==> config.mk <==
export PLATFORM = sky130hd
export DESIGN_NAME = capture_top
export DESIGN_NICKNAME = d
export VERILOG_FILES = /design/src/capture_pkg.sv /design/src/spi_target.sv /design/src/cmd_regs.sv /design/src/digitizer.sv /design/src/write_arbiter.sv /design/src/sample_fifo.sv /design/src/capture_top.sv
export VERILOG_INCLUDE_DIRS = /design/src /design/src/src
export SDC_FILE = /design/constraint.sdc
export NUM_CORES = 1
export LEC_CHECK = 0
export ABC_AREA = 1
export BUFFER_PORTS_ARGS = -buffer_cell sky130_fd_sc_hd__buf_2
export CELL_PAD_IN_SITES_DETAIL_PLACEMENT = 1
export CELL_PAD_IN_SITES_GLOBAL_PLACEMENT = 1
export CORE_ASPECT_RATIO = 0.6
export CORE_MARGIN = 2
export CORE_UTILIZATION = 40
export DETAILED_ROUTE_END_ITERATION = 16
export GPL_ROUTABILITY_DRIVEN = 0
export PLACE_DENSITY_LB_ADDON = 0.1
export SKIP_LAST_GASP = 1
export SLEW_MARGIN = 20
export SYNTH_ARGS = -nofsm -noshare
export SYNTH_HDL_FRONTEND = slang
export SYNTH_SLANG_ARGS = --single-unit
==> constraint.sdc <==
create_clock -name clk -period 3.45 [get_ports clk]
set_clock_uncertainty 0.1 [all_clocks]
set_input_delay 0.69 -clock clk [delete_from_list [all_inputs] [get_ports clk]]
set_output_delay 0.69 -clock clk [all_outputs]
set_load 0.03 [all_outputs]
==> src/capture_params.svh <==
`ifndef CAPTURE_PARAMS_SVH
`define CAPTURE_PARAMS_SVH

// Sample FIFO geometry
`define CAP_FIFO_DEPTH 16
`define CAP_FILL_W 5

// Flops between an asynchronous pin and its first use in the clk domain
`define CAP_SYNC_STAGES 2

`endif

==> src/capture_pkg.sv <==
package capture_pkg;

    typedef logic [7:0] sample_t;  // Eight packed samples, or one SPI byte

    typedef logic [7:0] div_t;  // A channel samples once every div + 1 clocks

    // Address byte that opens every command
    typedef enum logic [7:0] {
        CMD_DIV    = 8'h55,
        CMD_ECHO   = 8'h56,
        CMD_STREAM = 8'h57,
        CMD_MODE   = 8'h58,  // Bit 7 enables channel 0 and bit 6 enables channel 1
        CMD_STATUS = 8'h5A
    } cmd_addr_e;

endpackage

==> src/spi_target.sv <==
`include "capture_params.svh"

module spi_target import capture_pkg::*; (
    input  logic    clk,
    input  logic    i_rst_n,
    input  logic    i_sck,
    input  logic    i_ss_n,
    input  logic    i_mosi,
    input  sample_t i_tx_byte,
    output logic    o_miso,
    output logic    o_rx_valid,
    output sample_t o_rx_byte
);

    localparam int SYNC_MSB = `CAP_SYNC_STAGES - 1;

    logic [SYNC_MSB:0] sck_sync;
    logic [SYNC_MSB:0] ss_sync;
    logic [SYNC_MSB:0] mosi_sync;
    logic              sck_d;
    logic              sck_rise;
    logic              sck_fall;
    logic              ss_n_s;
    logic              mosi_s;
    logic [2:0]        bit_cnt;
    sample_t           rx_shift;
    sample_t           tx_shift;

    assign ss_n_s   = ss_sync[SYNC_MSB];
    assign mosi_s   = mosi_sync[SYNC_MSB];
    assign sck_rise = sck_sync[SYNC_MSB] & ~sck_d;
    assign sck_fall = ~sck_sync[SYNC_MSB] & sck_d;
    assign o_miso   = tx_shift[7];

    always_ff @(posedge clk) begin
        if (!i_rst_n) begin
            sck_sync   <= '0;
            ss_sync    <= '1;  // Deselected until the pin says otherwise
            sck_d      <= 1'b0;
            bit_cnt    <= '0;
            o_rx_valid <= 1'b0;
        end else begin
            sck_sync   <= {sck_sync[SYNC_MSB-1:0], i_sck};
            ss_sync    <= {ss_sync[SYNC_MSB-1:0], i_ss_n};
            sck_d      <= sck_sync[SYNC_MSB];
            o_rx_valid <= 1'b0;
            if (ss_n_s) begin
                bit_cnt <= '0;
            end else if (sck_rise) begin
                bit_cnt    <= bit_cnt + 3'd1;
                o_rx_valid <= (bit_cnt == 3'd7);  // Eighth rising edge closes the byte
            end
        end
    end

    always_ff @(posedge clk) begin
        mosi_sync <= {mosi_sync[SYNC_MSB-1:0], i_mosi};
        if (!ss_n_s && sck_rise) begin
            rx_shift <= {rx_shift[6:0], mosi_s};
            if (bit_cnt == 3'd7) begin
                o_rx_byte <= {rx_shift[6:0], mosi_s};
            end
        end
        if (ss_n_s) begin
            tx_shift <= i_tx_byte;  // Idle bus shows the reply MSB
        end else if (sck_fall) begin
            // A falling edge with the count at zero ends a byte, so the
            // decoder has had half an SCK period to update its reply
            if (bit_cnt == 3'd0) begin
                tx_shift <= i_tx_byte;
            end else begin
                tx_shift <= {tx_shift[6:0], 1'b0};
            end
        end
    end

endmodule

==> src/cmd_regs.sv <==
`include "capture_params.svh"

module cmd_regs import capture_pkg::*; (
    input  logic                   clk,
    input  logic                   i_rst_n,
    input  logic                   i_ss_n,
    input  logic                   i_rx_valid,
    input  sample_t                i_rx_byte,
    input  sample_t                i_fifo_head,
    input  logic                   i_fifo_empty,
    input  logic [`CAP_FILL_W-1:0] i_fill,
    input  logic [1:0]             i_overrun,
    output sample_t                o_tx_byte,
    output logic                   o_pop,
    output div_t                   o_div,
    output logic [1:0]             o_chan_en,
    output logic                   o_clr_overrun
);

    typedef enum logic {
        ST_ADDR,
        ST_DATA
    } state_e;

    state_e    state;
    cmd_addr_e addr;
    cmd_addr_e rx_cmd;
    sample_t   status_byte;
    sample_t   stream_byte;

    assign rx_cmd      = cmd_addr_e'(i_rx_byte);
    assign status_byte = {i_overrun[1], i_overrun[0], {(6 - `CAP_FILL_W){1'b0}}, i_fill};
    assign stream_byte = i_fifo_empty ? '0 : i_fifo_head;  // Empty FIFO reads as zero

    always_ff @(posedge clk) begin
        if (!i_rst_n) begin
            state         <= ST_ADDR;
            addr          <= CMD_DIV;
            o_tx_byte     <= '0;
            o_pop         <= 1'b0;
            o_div         <= '0;
            o_chan_en     <= '0;
            o_clr_overrun <= 1'b0;
        end else begin
            o_pop         <= 1'b0;
            o_clr_overrun <= 1'b0;
            if (i_ss_n) begin
                state <= ST_ADDR;  // Every transaction opens with an address
            end else if (i_rx_valid && state == ST_ADDR) begin
                addr <= rx_cmd;
                case (rx_cmd)
                    CMD_DIV, CMD_MODE, CMD_ECHO: begin
                        state <= ST_DATA;
                    end
                    CMD_STATUS: begin
                        state         <= ST_DATA;
                        o_tx_byte     <= status_byte;
                        o_clr_overrun <= 1'b1;  // Reading status acknowledges overruns
                    end
                    CMD_STREAM: begin
                        state     <= ST_DATA;
                        o_tx_byte <= stream_byte;
                        o_pop     <= !i_fifo_empty;
                    end
                    default: begin
                        state <= ST_ADDR;  // Unknown address is dropped
                    end
                endcase
            end else if (i_rx_valid) begin
                case (addr)
                    CMD_DIV: begin
                        o_div <= i_rx_byte;
                        state <= ST_ADDR;
                    end
                    CMD_MODE: begin
                        o_chan_en <= {i_rx_byte[6], i_rx_byte[7]};
                        state     <= ST_ADDR;
                    end
                    CMD_ECHO: begin
                        o_tx_byte <= i_rx_byte;
                    end
                    CMD_STREAM: begin
                        o_tx_byte <= stream_byte;  // Dummy bytes keep the stream going
                        o_pop     <= !i_fifo_empty;
                    end
                    default: begin
                        state <= ST_DATA;  // Status ignores its trailing bytes
                    end
                endcase
            end
        end
    end

endmodule

==> src/digitizer.sv <==
`include "capture_params.svh"

module digitizer import capture_pkg::*; (
    input  logic    clk,
    input  logic    i_rst_n,
    input  logic    i_comp_in,
    input  logic    i_run,
    input  div_t    i_div,
    input  logic    i_gnt,
    input  logic    i_clr_overrun,
    output logic    o_req,
    output sample_t o_byte,
    output logic    o_overrun
);

    localparam int SYNC_MSB = `CAP_SYNC_STAGES - 1;

    logic [SYNC_MSB:0] comp_sync;
    logic              comp_s;
    div_t              div_cnt;
    logic [2:0]        bit_cnt;
    sample_t           pack;
    logic              sample_stb;
    logic              byte_done;
    logic              drop;

    assign comp_s     = comp_sync[SYNC_MSB];
    assign sample_stb = i_run && (div_cnt == '0);
    assign byte_done  = sample_stb && (bit_cnt == 3'd7);
    assign drop       = byte_done && o_req && !i_gnt;  // Previous byte still waiting

    always_ff @(posedge clk) begin
        comp_sync <= {comp_sync[SYNC_MSB-1:0], i_comp_in};
        if (sample_stb) begin
            pack <= {pack[6:0], comp_s};  // First sample ends up in bit 7
        end
        if (byte_done && !drop) begin
            o_byte <= {pack[6:0], comp_s};
        end
    end

    always_ff @(posedge clk) begin
        if (!i_rst_n) begin
            div_cnt   <= '0;
            bit_cnt   <= '0;
            o_req     <= 1'b0;
            o_overrun <= 1'b0;
        end else begin
            if (!i_run) begin
                div_cnt <= '0;
                bit_cnt <= '0;
            end else begin
                // Compare with >= so a smaller divider written mid-run still wraps
                div_cnt <= (div_cnt >= i_div) ? '0 : div_cnt + 8'd1;
                if (sample_stb) begin
                    bit_cnt <= bit_cnt + 3'd1;
                end
            end
            if (i_gnt) begin
                o_req <= 1'b0;
            end
            if (i_clr_overrun) begin
                o_overrun <= 1'b0;
            end
            if (drop) begin
                o_overrun <= 1'b1;
            end else if (byte_done) begin
                o_req <= 1'b1;
            end
        end
    end

endmodule

==> src/write_arbiter.sv <==
module write_arbiter import capture_pkg::*; (
    input  logic       clk,
    input  logic       i_rst_n,
    input  logic [1:0] i_req,
    input  sample_t    i_byte0,
    input  sample_t    i_byte1,
    input  logic       i_full,
    output logic [1:0] o_gnt,
    output logic       o_wr_en,
    output sample_t    o_wr_byte
);

    logic last;  // Channel granted most recently

    // On a tie the channel that did not go last wins
    assign o_gnt[0] = !i_full && i_req[0] && (!i_req[1] || last);
    assign o_gnt[1] = !i_full && i_req[1] && (!i_req[0] || !last);

    assign o_wr_en   = |o_gnt;
    assign o_wr_byte = o_gnt[1] ? i_byte1 : i_byte0;

    always_ff @(posedge clk) begin
        if (!i_rst_n) begin
            last <= 1'b1;  // Channel 0 takes the first tie
        end else if (o_gnt[0]) begin
            last <= 1'b0;
        end else if (o_gnt[1]) begin
            last <= 1'b1;
        end
    end

endmodule

==> src/sample_fifo.sv <==
`include "capture_params.svh"

module sample_fifo import capture_pkg::*; (
    input  logic                   clk,
    input  logic                   i_rst_n,
    input  logic                   i_wr_en,
    input  sample_t                i_wr_byte,
    input  logic                   i_pop,
    output sample_t                o_head,
    output logic                   o_empty,
    output logic                   o_full,
    output logic [`CAP_FILL_W-1:0] o_fill
);

    localparam int AW = $clog2(`CAP_FIFO_DEPTH);
    localparam logic [`CAP_FILL_W-1:0] FULL_CNT = `CAP_FILL_W'(`CAP_FIFO_DEPTH);

    sample_t       mem [`CAP_FIFO_DEPTH];
    logic [AW-1:0] wr_ptr;
    logic [AW-1:0] rd_ptr;
    logic          do_wr;
    logic          do_pop;

    assign do_wr   = i_wr_en && !o_full;
    assign do_pop  = i_pop && !o_empty;
    assign o_head  = mem[rd_ptr];
    assign o_empty = (o_fill == '0);
    assign o_full  = (o_fill == FULL_CNT);

    always_ff @(posedge clk) begin
        if (do_wr) begin
            mem[wr_ptr] <= i_wr_byte;
        end
    end

    always_ff @(posedge clk) begin
        if (!i_rst_n) begin
            wr_ptr <= '0;
            rd_ptr <= '0;
            o_fill <= '0;
        end else begin
            if (do_wr) begin
                wr_ptr <= wr_ptr + AW'(1);  // Depth is a power of two so pointers wrap
            end
            if (do_pop) begin
                rd_ptr <= rd_ptr + AW'(1);
            end
            case ({do_wr, do_pop})
                2'b10:   o_fill <= o_fill + `CAP_FILL_W'(1);
                2'b01:   o_fill <= o_fill - `CAP_FILL_W'(1);
                default: o_fill <= o_fill;
            endcase
        end
    end

endmodule

==> src/capture_top.sv <==
`include "capture_params.svh"

module capture_top import capture_pkg::*; (
    input  logic clk,
    input  logic i_rst_n,
    input  logic i_capture_en,
    input  logic i_comp0,
    input  logic i_comp1,
    input  logic i_sck,
    input  logic i_ss_n,
    input  logic i_mosi,
    output logic o_miso
);

    logic                   rx_valid;
    sample_t                rx_byte;
    sample_t                tx_byte;
    logic                   pop;
    div_t                   div;
    logic [1:0]             chan_en;
    logic                   clr_overrun;
    logic [1:0]             run;
    logic [1:0]             req;
    logic [1:0]             gnt;
    logic [1:0]             overrun;
    sample_t                byte0;
    sample_t                byte1;
    logic                   wr_en;
    sample_t                wr_byte;
    sample_t                fifo_head;
    logic                   fifo_empty;
    logic                   fifo_full;
    logic [`CAP_FILL_W-1:0] fill;

    assign run = {i_capture_en & chan_en[1], i_capture_en & chan_en[0]};

    spi_target spi_target_i (
        .clk        (clk),
        .i_rst_n    (i_rst_n),
        .i_sck      (i_sck),
        .i_ss_n     (i_ss_n),
        .i_mosi     (i_mosi),
        .i_tx_byte  (tx_byte),
        .o_miso     (o_miso),
        .o_rx_valid (rx_valid),
        .o_rx_byte  (rx_byte)
    );

    cmd_regs cmd_regs_i (
        .clk           (clk),
        .i_rst_n       (i_rst_n),
        .i_ss_n        (i_ss_n),
        .i_rx_valid    (rx_valid),
        .i_rx_byte     (rx_byte),
        .i_fifo_head   (fifo_head),
        .i_fifo_empty  (fifo_empty),
        .i_fill        (fill),
        .i_overrun     (overrun),
        .o_tx_byte     (tx_byte),
        .o_pop         (pop),
        .o_div         (div),
        .o_chan_en     (chan_en),
        .o_clr_overrun (clr_overrun)
    );

    digitizer digitizer0_i (
        .clk           (clk),
        .i_rst_n       (i_rst_n),
        .i_comp_in     (i_comp0),
        .i_run         (run[0]),
        .i_div         (div),
        .i_gnt         (gnt[0]),
        .i_clr_overrun (clr_overrun),
        .o_req         (req[0]),
        .o_byte        (byte0),
        .o_overrun     (overrun[0])
    );

    digitizer digitizer1_i (
        .clk           (clk),
        .i_rst_n       (i_rst_n),
        .i_comp_in     (i_comp1),
        .i_run         (run[1]),
        .i_div         (div),
        .i_gnt         (gnt[1]),
        .i_clr_overrun (clr_overrun),
        .o_req         (req[1]),
        .o_byte        (byte1),
        .o_overrun     (overrun[1])
    );

    write_arbiter write_arbiter_i (
        .clk       (clk),
        .i_rst_n   (i_rst_n),
        .i_req     (req),
        .i_byte0   (byte0),
        .i_byte1   (byte1),
        .i_full    (fifo_full),
        .o_gnt     (gnt),
        .o_wr_en   (wr_en),
        .o_wr_byte (wr_byte)
    );

    sample_fifo sample_fifo_i (
        .clk       (clk),
        .i_rst_n   (i_rst_n),
        .i_wr_en   (wr_en),
        .i_wr_byte (wr_byte),
        .i_pop     (pop),
        .o_head    (fifo_head),
        .o_empty   (fifo_empty),
        .o_full    (fifo_full),
        .o_fill    (fill)
    );

endmodule

==> impl_metrics.ini <==
[logic_synthesis]
synthSimpleGateAreaFrac_pct = 19.8
synth_top_family_by_area = simple AND/OR/NAND/NOR gates
synth-compound-area-share_pct = 5.27
yosysWarnings = 0
synth.ff_latch_count = 269
synth.avg_cell_area_um2 = 10.0
synth_area_mm2 = 0.0112
syn_inst = 1116
synthesis.nets = 1160
yosys.area_share.adder_pct = 4.02
synthXorXnorAreaFrac_pct = 1.56
seq_area_frac_synth_pct = 64.2
synth_mux_area_share_pct = 0
ys_types = 32

[clock_tree]
cts_made_buffers = 26
ctsResizeCount = 0
insertion_delay_ps = 540
clkTransAtPathRegs_ps = 70
cts_root_buf = clkbuf_16
clock-sinks = 269
clockBufferDepth = 3
cts_tree = built
htreeDepth = 1
post_cts_buffers = 0
holdBufCountCts = 0

[timing]
tightest_slew_ps = 867
slew_headroom_pct = 42.0
fin_crit_sh_pct = 82.0
max_freq_mhz = 354
setup_violations = 0
hold_ws_ps = 153
hold_violations = 0
rsz0062_at_grt = no
drv_slew = 0
period_needed_ps = 2830
finalSetupTns_ps = 0

[cells_and_area]
seqCellArea_mm2 = 0.00720
diodes = 0
nFillCells = 3063
drive_gt1_share_pct = 6.66
final_cells = 1524
multi_input_area_mm2 = 0.00344
final_area_mm2 = 0.0126
area_growth_pct = 12.2
fin_util_pct = 45.6
nNetsFinal = 1181

[global_route]
antenna_found_initial = 0
grt_pass1_wl_mm = 43.7
use_met3_pct = 3.38
grtUsageTotal_pct = 19.5
grt_util_met1_pct = 32.7
grt_use_met2_pct = 26.0
grt_pass1_vias = 7597
gr-total-overflow = 0
grt_max_degree = 47
grt-busiest-layer = met1

[routing]
wirelength_mm = 27.9
drtIter0Drc = 660
num_vias = 7594
drcViolationCount = 0
detail-route-antenna-nets = 0
vias_per_cell = 4.98
drt-wirelength-per-cell_um = 18.3
firstDrtPassIters = 5

[power]
ir_drop_mv = 0.299
power.density_mw_per_mm2 = 517
p_leak_nw = 4.84

[worst_setup_path]
cpMaxStageDelayCell = dfxtp_1
cpPeakStageDelay_ps = 340
path_class = reg2reg
crit_top_cell = nand2_1
r2r_slack_ps = 620
required_ps = 3830
critPathMaxFanout = 12
end_kind = flip-flop
critPathLaunchType = flip-flop
path_cells = inv_1 -> nand4_1 -> or2_1 -> nand2_1 -> buf_4 -> nand2_2 -> inv_1 -> ha_1 -> xor2_1 -> ha_1 -> inv_1 -> nand2_1 -> nand2_1 -> nand2_1 -> a21oi_1 -> xor2_1 -> nand2_1 -> a21oi_1
worstPathArrival_ps = 3210

[floorplanning]
pin_count = 9
coreArea_mm2 = 0.0276
chipHeight_um = 134
initial_core_util_pct = 40.6
die_w_um = 220
die-area_mm2 = 0.0294
core.rowCount = 47

[job]
drv_cap = 0

[hold_path]
min_path_type = in2reg

[placement]
numPortBuffers = 8
dp_cells = 1476
dp_hpwl_mm = 19.2
place_area_mm2 = 0.0117

[run_status]
status = completed
==> placed cells by master, fill, tap and decap left out, types with 2 or more instances in the layout <==
cell type,Yosys,layout
or2_2,2,2
nand2_1,293,293
bufinv_16,0,5
a21boi_0,2,2
clkinv_1,4,7
inv_2,5,5
nor2_1,105,105
xor2_1,15,15
buf_2,15,8
clkbuf_1,9,3
clkbuf_16,0,27
clkinv_2,0,5
edfxtp_1,181,181
buf_4,1,15
o211ai_1,2,2
dfxtp_1,88,87
xnor2_1,5,5
nor3_1,10,10
nor4_1,2,2
ha_1,36,36
inv_1,97,97
clkinvlp_4,0,2
nand3_1,116,116
o21ai_1,8,9
o21ai_0,47,46
a21oi_1,54,54
nand4_1,6,6
==> metrics by stage <==
stage	total power [mW]	setup WS (ps)
final	6.51	623
after global routing	6.70	342
after global placement	3.51	697
after detailed placement	3.52	617
after floorplan	3.50	1080
after CTS	6.58	593
==> state kept, by name, summed over array words and instances (netlist names), 4 cells and up, named ones only <==
signal / flops
sample_fifo_i.mem: 128
cmd_regs_i.addr: 8
cmd_regs_i.o_div: 8
cmd_regs_i.o_tx_byte: 8
digitizer0_i.div_cnt: 8
digitizer0_i.o_byte: 8
digitizer1_i.div_cnt: 8
digitizer1_i.o_byte: 8
spi_target_i.o_rx_byte: 8
spi_target_i.tx_shift: 8
digitizer0_i.pack: 7
digitizer1_i.pack: 7
spi_target_i.rx_shift: 7
sample_fifo_i.o_fill: 5
sample_fifo_i.rd_ptr: 4
sample_fifo_i.wr_ptr: 4
==> kinds of logic after synthesis <==
family,Yosys count
buffers and inverters,137
and+or+nand+nor,539
DFF,269
AOI/OAI and AO/OA,115
adders and majority gates,36
xor gates and xnor gates,20
==> report_power, final <==
| group | switching (mW) | internal (mW) | total [mW] |
|---|---|---|---|
| Clock | 1.24 | 1.82 | 3.06 |
| Combinational | 0.0227 | 0.00904 | 0.0317 |
| Sequential | 0.00370 | 3.41 | 3.41 |
| Total | 1.26 | 5.24 | 6.51 |
==> worst paths after layout <==
kind                                   startpoint                                    to  depth (start not counted)
max reg2reg  sample_fifo_i.o_fill[2]$_SDFFE_PN0P_  sample_fifo_i.o_fill[4]$_SDFFE_PN0P_                         18
max          sample_fifo_i.o_fill[2]$_SDFFE_PN0P_  sample_fifo_i.o_fill[4]$_SDFFE_PN0P_                         18
min                                       i_comp0     digitizer0_i.comp_sync[0]$_DFF_P_                          1
min reg2reg     digitizer1_i.comp_sync[0]$_DFF_P_     digitizer1_i.comp_sync[1]$_DFF_P_                          0
==> worst max-delay path, delay by kind of cell (launching register included) <==
family          cells  cell delay, ps
simple gates        8             870
fa+ha+maj           2             470
buf+inv             4             460
flops               1             340
xor+xnor            2             280
compound gates      2             260
==> layout make-up <==
cell class              instances  area share [%]
well taps                     367            3.65
inverters                     106            3.16
clock buffers                  31            5.57
multi-input cells             710            27.3
repair buffers                 24            1.37
clock inverters                17            1.71
flip-flops and latches        269            57.2
==> per-layer routing <==
metal  up-vias  wire [um]
li1       3767          -
met2       108      10500
met4         0        357
met5         -          0
met1      3690      15900
met3        29       1060
==> cell usage after synthesis (all sizes together) <==
cell	n	share of area, %
edfxtp	181	48
a211oi	1	0.067
nand2	294	9.9
nor3	11	0.54
buf	22	1.3
xor2	15	1.2
o21ai	55	2.5
nand4	6	0.33
clkinv	4	0.13
nand3	116	5.2
or2	3	0.17
nor4	2	0.11
inv	102	3.4
xnor2	5	0.39
nor3b	1	0.067
o21a	1	0.067
nor2	106	3.6
o211ai	2	0.13
ha	36	4.0
dfxtp	88	16
a21boi	2	0.13
clkbuf	9	0.30
a21oi	54	2.4
Power figures use the tool's default switching activity.
